<file path="src/rtl/seq_cpu_pkg.sv">
package seq_cpu_pkg;

    localparam int data_w     = 8;
    localparam int reg_addr_w = 3;
    localparam int num_regs   = 8;
    localparam int max_loops  = 10;
    localparam int loop_cnt_w = 4;   // holds 0..max_loops

    localparam logic [reg_addr_w-1:0] cmp_hi_reg = 3'd7; // left side of a_gt_b
    localparam logic [reg_addr_w-1:0] cmp_lo_reg = 3'd3;

    typedef enum logic [2:0] {
        alu_add = 3'd0,
        alu_sub = 3'd1,
        alu_and = 3'd2,
        alu_or  = 3'd3,
        alu_xor = 3'd4,
        alu_not = 3'd5   // ~a, b unused
    } alu_op_e;

    typedef enum logic {src_alu = 1'b0, src_ext = 1'b1} wr_src_e;

    typedef enum logic {ext_a = 1'b0, ext_b = 1'b1} ext_sel_e;

    // one microinstruction, 16 bits
    typedef struct packed {
        wr_src_e               wr_src;
        ext_sel_e              ext_sel;
        logic [reg_addr_w-1:0] rd_addr1;
        logic [reg_addr_w-1:0] rd_addr2;
        logic [reg_addr_w-1:0] wr_addr;
        logic                  wr_en;
        logic                  out_en;
        alu_op_e               alu_op;
    } ctrl_word_t;

    typedef struct packed {
        logic a_gt_b;
    } dp_flags_t;

    typedef enum logic [3:0] {
        st_idle, st_load1, st_clear2, st_load3, st_init4, st_add5, st_sub6,
        st_and2, st_or3, st_xor7, st_not7, st_branch, st_done
    } state_e;

endpackage

</file>
<file path="src/rtl/alu.sv">
`timescale 1ns/1ns

module alu import seq_cpu_pkg::*; (
    input  alu_op_e           op,
    input  logic [data_w-1:0] a,
    input  logic [data_w-1:0] b,
    output logic [data_w-1:0] y
);

    always_comb begin
        case (op)
            alu_add: begin
                y = a + b;                  // wraps at data_w
            end
            alu_sub: begin
                y = a - b;
            end
            alu_and: begin
                y = a & b;
            end
            alu_or: begin
                y = a | b;
            end
            alu_xor: begin
                y = a ^ b;
            end
            alu_not: begin
                y = ~a;
            end
            default: begin
                y = '0;                     // unused codes
            end
        endcase
    end

endmodule

</file>
<file path="src/rtl/register_file.sv">
`timescale 1ns/1ns

module register_file import seq_cpu_pkg::*; (
    input  logic                  clk,
    input  logic                  reset,
    input  logic                  wr_en,
    input  logic [reg_addr_w-1:0] wr_addr,
    input  logic [data_w-1:0]     wr_data,
    input  logic [reg_addr_w-1:0] rd_addr1,
    input  logic [reg_addr_w-1:0] rd_addr2,
    output logic [data_w-1:0]     rd_data1,
    output logic [data_w-1:0]     rd_data2,
    output logic [data_w-1:0]     cmp_hi,
    output logic [data_w-1:0]     cmp_lo
);

    logic [data_w-1:0] regs [1:num_regs-1]; // r0 has no storage

    always_ff @(posedge clk or posedge reset) begin
        if (reset) begin
            for (int i = 1; i < num_regs; i++) begin
                regs[i] <= '0;
            end
        end else if (wr_en && (wr_addr != '0)) begin
            regs[wr_addr] <= wr_data;
        end
    end

    always_comb begin
        rd_data1 = '0;
        rd_data2 = '0;
        if (rd_addr1 != '0) begin
            rd_data1 = regs[rd_addr1];
        end
        if (rd_addr2 != '0) begin
            rd_data2 = regs[rd_addr2];
        end
    end

    // fixed taps for the flag compare
    assign cmp_hi = regs[cmp_hi_reg];
    assign cmp_lo = regs[cmp_lo_reg];

endmodule

</file>
<file path="src/rtl/control_unit.sv">
`timescale 1ns/1ns

module control_unit import seq_cpu_pkg::*; (
    input  logic       clk,
    input  logic       reset,
    input  logic       start,
    input  dp_flags_t  flags,
    output ctrl_word_t ctrl,
    output logic       busy,
    output logic       done
);

    state_e                state;
    state_e                state_next;
    logic [loop_cnt_w-1:0] loop_cnt;
    logic [loop_cnt_w-1:0] loop_cnt_inc;
    logic                  go_on;

    // alu step that writes back and updates the output buffer
    function automatic ctrl_word_t alu_word(
        input alu_op_e               op,
        input logic [reg_addr_w-1:0] ra,
        input logic [reg_addr_w-1:0] rb,
        input logic [reg_addr_w-1:0] wa
    );
        ctrl_word_t w;
        w          = '0;
        w.wr_src   = src_alu;
        w.rd_addr1 = ra;
        w.rd_addr2 = rb;
        w.wr_addr  = wa;
        w.wr_en    = 1'b1;
        w.out_en   = 1'b1;
        w.alu_op   = op;
        return w;
    endfunction

    // register load from one of the external operands
    function automatic ctrl_word_t ext_word(
        input ext_sel_e              sel,
        input logic [reg_addr_w-1:0] wa
    );
        ctrl_word_t w;
        w         = '0;
        w.wr_src  = src_ext;
        w.ext_sel = sel;
        w.wr_addr = wa;
        w.wr_en   = 1'b1;
        return w;
    endfunction

    assign loop_cnt_inc = loop_cnt + 1'b1;
    assign go_on        = flags.a_gt_b && (loop_cnt_inc < loop_cnt_w'(max_loops));

    always_ff @(posedge clk or posedge reset) begin
        if (reset) begin
            state    <= st_idle;
            loop_cnt <= '0;
        end else begin
            state <= state_next;
            if ((state == st_idle || state == st_done) && start) begin
                loop_cnt <= '0;             // fresh run
            end else if (state == st_branch) begin
                loop_cnt <= loop_cnt_inc;
            end
        end
    end

    always_comb begin
        state_next = state;
        ctrl       = '0;                    // idle word, no writes
        case (state)
            st_idle, st_done: begin
                if (start) begin
                    state_next = st_load1;
                end
            end
            st_load1: begin
                ctrl       = ext_word(ext_a, 3'd1);
                state_next = st_clear2;
            end
            st_clear2: begin
                ctrl        = alu_word(alu_add, 3'd0, 3'd0, 3'd2);
                ctrl.out_en = 1'b0;         // r2 = 0, buffer untouched
                state_next  = st_load3;
            end
            st_load3: begin
                ctrl       = ext_word(ext_b, 3'd3);
                state_next = st_init4;
            end
            st_init4: begin
                ctrl       = alu_word(alu_add, 3'd1, 3'd1, 3'd4);
                state_next = st_add5;
            end
            st_add5: begin
                ctrl       = alu_word(alu_add, 3'd4, 3'd4, 3'd5);
                state_next = st_sub6;
            end
            st_sub6: begin
                ctrl       = alu_word(alu_sub, 3'd5, 3'd1, 3'd6);
                state_next = st_and2;
            end
            st_and2: begin
                ctrl       = alu_word(alu_and, 3'd6, 3'd4, 3'd2);
                state_next = st_or3;
            end
            st_or3: begin
                ctrl       = alu_word(alu_or, 3'd2, 3'd5, 3'd3);
                state_next = st_xor7;
            end
            st_xor7: begin
                ctrl       = alu_word(alu_xor, 3'd3, 3'd2, 3'd7);
                state_next = st_not7;
            end
            st_not7: begin
                ctrl       = alu_word(alu_not, 3'd7, 3'd0, 3'd7);
                state_next = st_branch;
            end
            st_branch: begin
                state_next = go_on ? st_add5 : st_done;
            end
            default: begin
                state_next = st_idle;
            end
        endcase
    end

    assign busy = (state != st_idle) && (state != st_done);
    assign done = (state == st_done);

endmodule

</file>
<file path="src/rtl/datapath.sv">
`timescale 1ns/1ns

module datapath import seq_cpu_pkg::*; (
    input  logic              clk,
    input  logic              reset,
    input  ctrl_word_t        ctrl,
    input  logic [data_w-1:0] data_a,
    input  logic [data_w-1:0] data_b,
    output dp_flags_t         flags,
    output logic [data_w-1:0] result
);

    logic [data_w-1:0] rd_data1;
    logic [data_w-1:0] rd_data2;
    logic [data_w-1:0] cmp_hi;
    logic [data_w-1:0] cmp_lo;
    logic [data_w-1:0] alu_y;
    logic [data_w-1:0] ext_data;
    logic [data_w-1:0] wr_data;

    assign ext_data = (ctrl.ext_sel == ext_b) ? data_b : data_a;
    assign wr_data  = (ctrl.wr_src == src_ext) ? ext_data : alu_y;

    register_file i_register_file (
        .clk      (clk),
        .reset    (reset),
        .wr_en    (ctrl.wr_en),
        .wr_addr  (ctrl.wr_addr),
        .wr_data  (wr_data),
        .rd_addr1 (ctrl.rd_addr1),
        .rd_addr2 (ctrl.rd_addr2),
        .rd_data1 (rd_data1),
        .rd_data2 (rd_data2),
        .cmp_hi   (cmp_hi),
        .cmp_lo   (cmp_lo)
    );

    alu i_alu (
        .op (ctrl.alu_op),
        .a  (rd_data1),
        .b  (rd_data2),
        .y  (alu_y)
    );

    // output buffer, follows every visible alu step
    always_ff @(posedge clk or posedge reset) begin
        if (reset) begin
            result <= '0;
        end else if (ctrl.out_en) begin
            result <= alu_y;
        end
    end

    // unsigned r7 > r3, straight from the register contents
    assign flags.a_gt_b = (cmp_hi > cmp_lo);

endmodule

</file>
<file path="src/rtl/seq_cpu_top.sv">
`timescale 1ns/1ns

module seq_cpu_top import seq_cpu_pkg::*; (
    input  logic              clk,
    input  logic              reset,
    input  logic              start,
    input  logic [data_w-1:0] data_a,
    input  logic [data_w-1:0] data_b,
    output logic [data_w-1:0] result,
    output logic              busy,
    output logic              done
);

    ctrl_word_t ctrl;
    dp_flags_t  flags;

    control_unit i_control_unit (
        .clk   (clk),
        .reset (reset),
        .start (start),
        .flags (flags),
        .ctrl  (ctrl),
        .busy  (busy),
        .done  (done)
    );

    datapath i_datapath (
        .clk    (clk),
        .reset  (reset),
        .ctrl   (ctrl),
        .data_a (data_a),
        .data_b (data_b),
        .flags  (flags),
        .result (result)
    );

endmodule

</file>
<file path="config.mk">
export PLATFORM = sky130hd
export DESIGN_NAME = seq_cpu_top
export DESIGN_NICKNAME = d
export VERILOG_FILES = /design/src/rtl/seq_cpu_pkg.sv /design/src/rtl/alu.sv /design/src/rtl/register_file.sv /design/src/rtl/control_unit.sv /design/src/rtl/datapath.sv /design/src/rtl/seq_cpu_top.sv
export SDC_FILE = /design/constraint.sdc
export NUM_CORES = 1
export LEC_CHECK = 0
export ABC_CLOCK_PERIOD_IN_PS = 9030
export BUFFER_PORTS_ARGS = -buffer_cell sky130_fd_sc_hd__buf_2
export CORE_ASPECT_RATIO = 0.5
export CORE_MARGIN = 10
export CORE_UTILIZATION = 36
export CTS_CLUSTER_DIAMETER = 150
export DETAILED_ROUTE_END_ITERATION = 10
export PLACE_DENSITY = 0.51
export REMOVE_ABC_BUFFERS = 1
export SLEW_MARGIN = 30
export SYNTH_ARGS = -nofsm -noshare
export SYNTH_HDL_FRONTEND = slang
export SYNTH_SLANG_ARGS = --single-unit
</file>
<file path="constraint.sdc">
create_clock -name clk -period 9.03 [get_ports clk]
set_input_delay 1.806 -clock clk [delete_from_list [all_inputs] [get_ports clk]]
set_output_delay 1.806 -clock clk [all_outputs]
set_load 0.1 [all_outputs]
</file>
; Word level (Yosys, flattened, before mapping)
; Cells that the tools add are included.
[totals]
ramBits = 0
latch_bits = 0
mem_count = 0
rom_bits = 0
inputBits = 19
reg_bits = 72
output_inout_bits = 10
elab_cells = 79
[classes]
n_addsub = 3
shifts = 0
multipliers = 0
n_reduce_logical = 14
eq_ne = 19
order_cmp = 6
n_bitwise = 7
mux = 20
n_div = 0
[op_table]
columns = op, n
row1 = case mux 16 bit (10 select lines), 1
row2 = two-way mux 8 bit, 9
row3 = bitwise mux 56 bit, 1
row4 = binary-select mux 8 bit (select 3 bit), 2
row5 = case mux 4 bit (12 select lines), 1
row6 = case mux 8 bit (6 select lines), 1
row7 = demux 8 bit (select 3 bit), 1
row8 = equality test 4 bit (second input constant), 5
row9 = equality test 4 x 3 -> 1 bit (second input constant), 4
row10 = two-way mux 4 bit, 4
row11 = >= comparator 4 bit (second input constant), 3
row12 = inverter 3 -> 4 bit, 3
row13 = nonzero test 3 bit, 3
row14 = adder 8 bit, 1
row15 = bitwise AND 8 bit, 1
row16 = equality test 4 x 2 -> 1 bit (second input constant), 2
row17 = greater-than comparator 8 bit, 1
row18 = inverter 8 bit, 1
row19 = bitwise OR 8 bit, 1
row20 = subtractor 8 bit, 1
row21 = bitwise XOR 8 bit, 1
row22 = equality test 3 x 2 -> 1 bit (second input constant), 2
row23 = equality test 3 bit (second input constant), 2
row24 = logical AND 1 bit, 5
row25 = other kinds (13), 13

; Logic depth before layout (Yosys ltp)
; Gate-level depths: netlist of run 1.
[depth]
ltp_word = 11
depth_mapped = 20

; By module
; Synthesis of run 1 repeated with hierarchy kept, for this count alone.
[unflattened]
hier_cells = 564
area_unflattened_um2 = 5740.5
[by_module_without_submodules]
columns = module, area_per_inst_um2, cells_each, n_inst, seq_area_each_um2
row1 = register_file, 3299.4, 254, 1, 1401.3
row2 = alu, 994.7, 140, 1, 0.0
row3 = control_unit, 768.2, 98, 1, 200.2
row4 = datapath, 678.2, 72, 1, 200.2

; Worst setup path before layout of run 1
; No wires, ideal clock.
[synth_path]
path_type = register to output
from = register i_control_unit.state[2]
to = output port busy
t_required_ns = 7.224
path_buffers = 0
setup_slack_ns = 4.244
path_stages_with_launch = 4
t_arrival_ns = 2.980
cell_sequence = dfrtp_1 > inv_1 > ha_1 > o21ai_0
[synth_between]
elab_chain_len = 2
word_cells_on_any_way = 3
classes_between = 1 x eq/ne / 2 x reduce/logical
[synth_lines]
columns = item, line_no
row1 = from (decl), control_unit.sv:13  ; state_e state;
row2 = from (signal assigned), control_unit.sv:57  ; state <= st_idle;
row3 = from (signal assigned), control_unit.sv:60  ; state <= state_next;
row4 = inequality test 4 bit or nonzero test 4 bit (tied branches), control_unit.sv:128  ; assign busy = (state != st_idle) && (state != st_done);
row5 = logical AND 1 bit (*), control_unit.sv:128
row6 = to (decl), seq_cpu_top.sv:10  ; output logic busy,
; Every way passes the cells marked *; elsewhere a longest branch is shown, timed or not.

; Worst setup path after layout of run 1
[layout_path]
from = register i_control_unit.state[3]
to = register i_datapath.i_register_file.regs[31] (netlist bit)
[layout_between]
elab_chain_len = 11
word_cells_on_any_way = 47
classes_between = 2 x add/sub / 2 x order compare / 15 x eq/ne / 15 x mux / 7 x bitwise / 6 x reduce/logical
[layout_lines]
columns = item, line_no
row1 = equality test 4 bit (tied with other cells), control_unit.sv:72  ; case (state)
row2 = case mux 16 bit (10 select lines) (*), control_unit.sv:72
row3 = inverter 3 -> 4 bit (on tied branches), "register_file.sv:33, register_file.sv:36"
row4 = binary-select mux 8 bit (select 3 bit) (on tied branches), "register_file.sv:33, register_file.sv:36"
row5 = two-way mux 8 bit (on tied branches) (2 in a row), "register_file.sv:33, register_file.sv:36"
row6 = two-way mux 8 bit (on tied branches), "register_file.sv:32, register_file.sv:35"
row7 = subtractor 8 bit (tied with other cells), alu.sv:16  ; y = a - b;
row8 = case mux 8 bit (6 select lines), alu.sv:11  ; case (op)
row9 = two-way mux 8 bit, datapath.sv:22  ; assign wr_data = (ctrl.wr_src == src_ext) ? ext_data : alu_y;
row10 = bitwise mux 56 bit, register_file.sv:25  ; regs[wr_addr] <= wr_data;
row11 = "to (signal, indexed assignment)", register_file.sv:25
row12 = to (decl), register_file.sv:17  ; logic [data_w-1:0] regs [1:num_regs-1];
; Every way passes the cells marked *; elsewhere a longest branch is shown, timed or not. The select of a mux whose other input is x is not followed.
; A chain may end at the register's enable or synchronous reset.

==> results of run 1 <==
==> placed cells by master, fill, tap and decap left out, drive strengths merged, types with 3 or more instances in the layout <==
cell type / instances
o22ai: 5
o21a: 9
ha: 38
a21oi: 32
xnor2: 9
dfrtp: 72
nand4: 4
mux2i: 31
and2: 8
and3: 4
nand3: 6
nand2: 72
buf: 37
o21ai: 68
clkbuf: 9
a211oi: 4
nor2b: 7
mux2: 20
a221oi: 8
inv: 40
or2: 3
xor2: 6
a21o: 3
nor2: 43
clkinv: 3
a31oi: 5
nor3: 3
nand2b: 7
o221ai: 8
o211ai: 16
==> critical path, stage by stage, from the launching register on <==
cell	delay (ns)
dfrtp_1	0.42
inv_1	0.09
ha_1	0.14
buf_4	0.35
nand2b_1	0.13
nor2_1	0.72
nand2_1	0.73
o21a_1	0.31
xnor2_1	0.13
ha_1	0.36
o21ai_0	0.08
a21oi_1	0.17
o22ai_1	0.17
and2_1	0.19
a311o_1	0.36
nor2_1	0.37
a31oi_1	0.15
==> logic make-up (layout without fill, tap and decap cells) <==
| group | after synthesis | after routing | synth area share, % |
|---|---|---|---|
| buffers and inverters | 70 | 91 | 6.26 |
| AOI/OAI and AO/OA | 178 | 178 | 22.1 |
| adders and majority gates | 39 | 39 | 9.33 |
| xor gates and xnor gates | 15 | 15 | 2.47 |
| DFF | 72 | 72 | 33.9 |
| muxes | 51 | 51 | 10.1 |
| and+or+nand+nor | 173 | 173 | 15.9 |
==> area by class of cell <==
type	count	share of cell area, %
clock buffers	9	3.82
repair buffers	37	3.86
flip-flops and latches	72	30.5
clock inverters	6	1.17
multi-input cells	456	53.9
well taps	198	4.20
inverters	39	2.50
==> per-stage QoR <==
| step | hold slack (ns) | cells | setup slack (ns) | util (%) | area (sq um) |
|---|---|---|---|---|---|
| 6_report | 0.490 | 817 | 3.98 | 40.8 | 5900 |
| 5_1_grt | 0.521 | 817 | 3.79 | 40.8 | 5900 |
| 4_1_cts | 0.503 | 817 | 4.12 | 40.8 | 5900 |
| 3_5_place_dp | 0.488 | 802 | 4.14 | 38.8 | 5610 |
| 3_3_place_gp | 0.481 | 801 | 4.06 | 38.5 | 5580 |
| 2_1_floorplan | 0.463 | 567 | 4.24 | - | 5130 |
==> Yosys cell counts, types with 3 or more instances <==
cell,instances,area [sq um]
buf_6,6,67.6
mux2_2,20,225
a211oi_1,4,30.0
and3_1,4,25.0
nand2_1,72,270
nand3_1,6,30.0
buf_4,3,22.5
a21oi_1,30,150
dfrtp_1,72,1800
a221oi_1,6,52.6
o221ai_1,7,61.3
o211ai_1,16,120
a21o_1,3,22.5
a31oi_1,5,31.3
xor2_1,6,52.6
nand2b_1,7,43.8
clkbuf_1,9,33.8
xnor2_1,9,78.8
mux2i_1,31,310
o21ai_0,63,315
buf_2,11,55.1
nor2_1,43,161
o22ai_1,5,31.3
o21ai_1,4,20.0
and2_1,8,50.1
nor2b_1,6,37.5
nand4_1,4,25.0
o21a_1,8,60.1
ha_1,38,475
inv_1,39,146
==> metal layers <==
layer | track usage (%) | up-vias
met2 | 22.1 | 141
met4 | 2.49 | 0
met3 | 4.57 | 5
li1 | - | 2174
met1 | 25.0 | 2198
met5 | 0 | -
==> final timing paths <==
kind                       depth (start not counted)  slack (ns)                                   end
setup / recovery                                  16        3.98   i_datapath.i_register_file.regs[31]
setup reg to reg                                  16        3.98   i_datapath.i_register_file.regs[31]
min in group asynchronous                          3        1.55  i_datapath.i_register_file.cmp_lo[5]
hold reg to reg                                    1        0.49                  i_datapath.result[1]
hold / removal                                     1        0.49                  i_datapath.result[1]
max in group asynchronous                          4        6.90                  i_datapath.result[1]
==> results by group, run 1 <==
Outcome
  • Outcome: completed

Worst setup path
  • Worst flop-to-flop path startpoint: i_control_unit.state[3]
  • Critical Path Start Type: register
  • CP Capture Type: register
  • Crit-path max FO: 38
  • Critical Path AT: 5.24 ns
  • Kind of critical path: register to register
  • CP required: 9.22 ns
  • Critical path startpoint: i_control_unit.state[3]

Detailed routing
  • Vias: 4518
  • M1 WL: 8450 um
  • Met2 WL: 6730 um
  • Met3 WL: 1390 um
  • Initial drt markers: 419
  • Vias per inst: 5.53
  • Detail Route Antenna Nets: 0
  • Routed len/inst: 20.4 um
  • Top layer in use: met4
  • DR DRC count: 0
  • Detailed-router iteration count before antenna repair: 5
  • Final WL: 16600 um

Floorplan
  • Die Span X: 192 um
  • Num ports: 29
  • Core area: 14500 sq um
  • Full die area: 20300 sq um
  • Rows: 31
  • Initial core utilization: 36.7%
  • Die Y: 106 um

Logic synthesis
  • Flops & latches, synth: 72
  • Post-synth ARST share: 100%
  • Unique cell type count in the Yosys netlist: 71
  • Post-synth EDFFs: 0
  • Post-synthesis sequential area ratio: 33.9%
  • Synthesized instance count: 598
  • Synth warn: 0
  • Post-synthesis cell area: 5310 sq um
  • Main synth FF type: dfrtp_1
  • Avg Inst Size Synth: 8.88 sq um

Timing
  • Period utilization: 56.0%
  • Final setup viols: 0
  • Fmax: 198 MHz
  • Setup TNS: 0 ns
  • Final count of hold timing violations: 0
  • Clock Skew: 0.00544 ns
  • Worst Tran Pin Value: 0.925 ns
  • Slew headroom: 38.1%
  • RSZ-0062 raised after global routing: no
  • Max Slew Vio Count: 0
  • Min Clock Period, post-route: 5.05 ns

Global routing
  • Largest net degree at the start of global routing: 49
  • First-pass GRT wire length: 25700 um
  • Global Route Usage Sum: 16.3%
  • Initial antenna violation count: 0
  • Vias in the first global route: 4250
  • Global route overflow: 0

Placed design
  • Routability cong.: 0.909
  • HPWL Detailed: 11900 um
  • IO Port Bufs: 28

Clocking
  • CTS tree: built
  • CTS Sinks: 72
  • Clk slew on worst S/H paths: 0.06 ns
  • Cts bufs inserted: 9
  • Max Root-Sink Buffers: 2
  • Hold-fix buffer count after cts: 0
  • Htree depth: 3
  • Clk root buf: clkbuf_16
  • Clock latency at the later pin of the worst-skew pair: 0.33 ns
  • # Post-CTS Setup Buffers: 0
  • PostCTS Resize Cnt: 0

Hold path
  • HP Class: register to register
  • HP Start: i_datapath.result[1]

Final layout
  • Area grow syn2layout: 11.1%
  • Reg area: 1800 sq um
  • Layout cells sized above 1: 14.4%
  • Largest register FFs: 40
  • Area of the multi-input gates: 3180 sq um
  • Top reg by flops: i_datapath.i_register_file.regs
  • Post-layout nets: 673
  • Fillers: 1504
  • ANT cells: 0

Job
  • Max Cap Viol: 0
Power of run 1 is left out: the tool's default activity adds up to more than one toggle a clock period on the data nets, which glitch-free logic cannot reach.
==> run 2: changes to the inputs <==
ABC_CLOCK_PERIOD_IN_PS = 4500   (was 9030)
PLACE_DENSITY = 0.53   (was 0.51)
clock period = 4.5 ns   (was 9.03 ns; I/O delays follow)
==> run 2 against run 1 <==
Die area did not move. Global-route usage fell by 0.056 points. Clock skew rose by 0.0030 ns. Worst setup slack got worse by 3.7 ns. Critical path type unchanged. Final area rose by 5.2%. Utilization rose by 2.1 points. Flip-flop and latch count did not move. Routed wire length fell by 0.95%. Final cell count rose by 4.4%. Register-to-register slack got worse by 3.7 ns.
==> results by group, run 2 (synthesis gave the netlist of run 1 again) <==
Outcome
  • Outcome: completed

Worst setup path
  • R2R setup slack: 0.26 ns (-3.72 ns)
  • CP required: 4.69 ns (-4.53 ns)
  • Critical Path AT: 4.44 ns (-0.80 ns)
  • Critical Path Start Type: register
  • Kind of critical path: register to register
  • Crit-path max FO: 11 (-71%)
  • CP Capture Type: register

Placed design
  • HPWL Detailed: 12600 um (+5.4%)
  • Routability cong.: 0.932 (+2.5%)
  • IO Port Bufs: 28 (unchanged)

Floorplan
  • Full die area: 20300 sq um (unchanged)
  • Initial core utilization: 36.7% (unchanged)
  • Die Y: 106 um (unchanged)
  • Die Span X: 192 um (unchanged)
  • Core area: 14500 sq um (unchanged)
  • Num ports: 29 (unchanged)
  • Rows: 31 (unchanged)

Detailed routing
  • Routed len/inst: 19.3 um (-5.1%)
  • Detailed-router iteration count before antenna repair: 5 (unchanged)
  • Vias per inst: 5.46 (-1.3%)
  • DR DRC count: 0 (unchanged)
  • Detail Route Antenna Nets: 0 (unchanged)
  • Final WL: 16500 um (-0.95%)
  • Vias: 4657 (+3.1%)
  • Initial drt markers: 485 (+16%)

Clocking
  • Htree depth: 3 (unchanged)
  • Cts bufs inserted: 9 (unchanged)
  • CTS tree: built
  • Clk root buf: clkbuf_16
  • Clk slew on worst S/H paths: 0.07 ns (about the same)
  • Max Root-Sink Buffers: 2 (unchanged)
  • CTS Sinks: 72 (unchanged)
  • Clock latency at the later pin of the worst-skew pair: 0.34 ns (about the same)

Global routing
  • Global route overflow: 0 (unchanged)
  • Largest net degree at the start of global routing: 41 (-16%)
  • Global Route Usage Sum: 16.2% (-0.056 points)
  • Vias in the first global route: 4446 (+4.6%)
  • Initial antenna violation count: 0 (unchanged)
  • First-pass GRT wire length: 26000 um (+0.91%)

Timing
  • RSZ-0062 raised after global routing: no
  • Worst Tran Pin Value: 0.828 ns (-0.0965 ns)
  • Slew headroom: 44.2% (+6.1 points)
  • Final count of hold timing violations: 0 (unchanged)
  • Final setup viols: 0 (unchanged)
  • Min Clock Period, post-route: 4.24 ns (-0.812 ns)
  • Max Slew Vio Count: 0 (unchanged)
  • Clock Skew: 0.00848 ns (+0.00304 ns)
  • Period utilization: 94.3% (+38 points)
  • Setup TNS: 0 ns (unchanged)
  • Fmax: 236 MHz (+19%)

Final layout
  • Area grow syn2layout: 16.9%
  • Most frequent cells in the layout: nand2_1 (72), dfrtp_1 (72), o21ai_0 (63), buf_4 (44), nor2_1 (43)
  • Top reg by flops: i_datapath.i_register_file.regs
  • Post-layout nets: 708 (+5.2%)
  • ANT cells: 0 (unchanged)
  • Layout cells sized above 1: 19.8% (+5.5 points)
  • Largest register FFs: 40 (unchanged)
  • Fillers: 1389 (-7.6%)

Job
  • Max Cap Viol: 0 (unchanged)

Hold path
  • HP Class: register to register
run 2: final cells by class:
cell class / count / area, sq um / share of cell area [%]
timing repair buffer: 72 / 470 / 7.58
multi-input combinational: 456 / 3210 / 51.8
sequential: 72 / 1800 / 29.0
clock inverter: 7 / 101 / 1.63
clock buffer: 9 / 225 / 3.63
inverter: 39 / 148 / 2.38
tap: 198 / 248 / 3.99
run 2: worst paths after layout:
kind / end / cells past startpoint / startpoint
min: i_datapath.result[1] / 1 / i_datapath.result[1]
max in group asynchronous: i_datapath.result[1] / 3 / reset
min in group asynchronous: i_datapath.i_register_file.cmp_lo[1] / 2 / reset
max reg2reg: i_datapath.i_register_file.regs[22] / 19 / i_control_unit.state[2]
max: i_datapath.i_register_file.regs[22] / 19 / i_control_unit.state[2]
min reg2reg: i_datapath.result[1] / 1 / i_datapath.result[1]
run 2: repair_timing:
| action | CTS | global route |
|---|---|---|
| setup endpoints to repair | 0 | 18 |
| endpoints found under the hold margin | 0 | 0 |
| gates resized for setup | 0 | 6 |
| setup buffers | 0 | 1 |
| hold buffers | 0 | 0 |
run 2: per-layer routing:
layer	track usage (%)	part of all wire (%)	vias to the layer above
li1	-	-	2240
met3	2.67	6.2	10
met2	22.1	41	144
met1	25.5	52	2263
met4	3.49	0.87	0
met5	0	0	-
run 2: per-stage QoR:
stage                     cell area (sq um)  std cells  utilization (%)  worst slack (ns)  hold slack [ns]
final                                  6210        853             42.9             0.258            0.490
after global routing                   6210        853             42.9            0.0142            0.533
after CTS                              6170        852             42.7             0.227            0.501
after detailed placement               5840        836             40.4             0.235            0.487
after global placement                 5840        836             40.4             0.308            0.476
after floorplan                        5130        567                -            0.0406            0.463
run 2: critical path, stage by stage, from the launching register on:
cell,delay [ns]
dfrtp_1,0.39
inv_1,0.08
ha_1,0.24
buf_4,0.18
a21oi_1,0.30
o21a_4,0.28
buf_4,0.18
mux2i_1,0.20
mux2i_1,0.10
o21a_1,0.25
ha_1,0.36
a21o_1,0.19
a21oi_1,0.22
o21bai_1,0.09
a21oi_1,0.18
mux2i_1,0.26
nand4_1,0.11
o21ai_0,0.18
buf_4,0.21
o21ai_0,0.09
Power of run 2 is left out for the same reason.
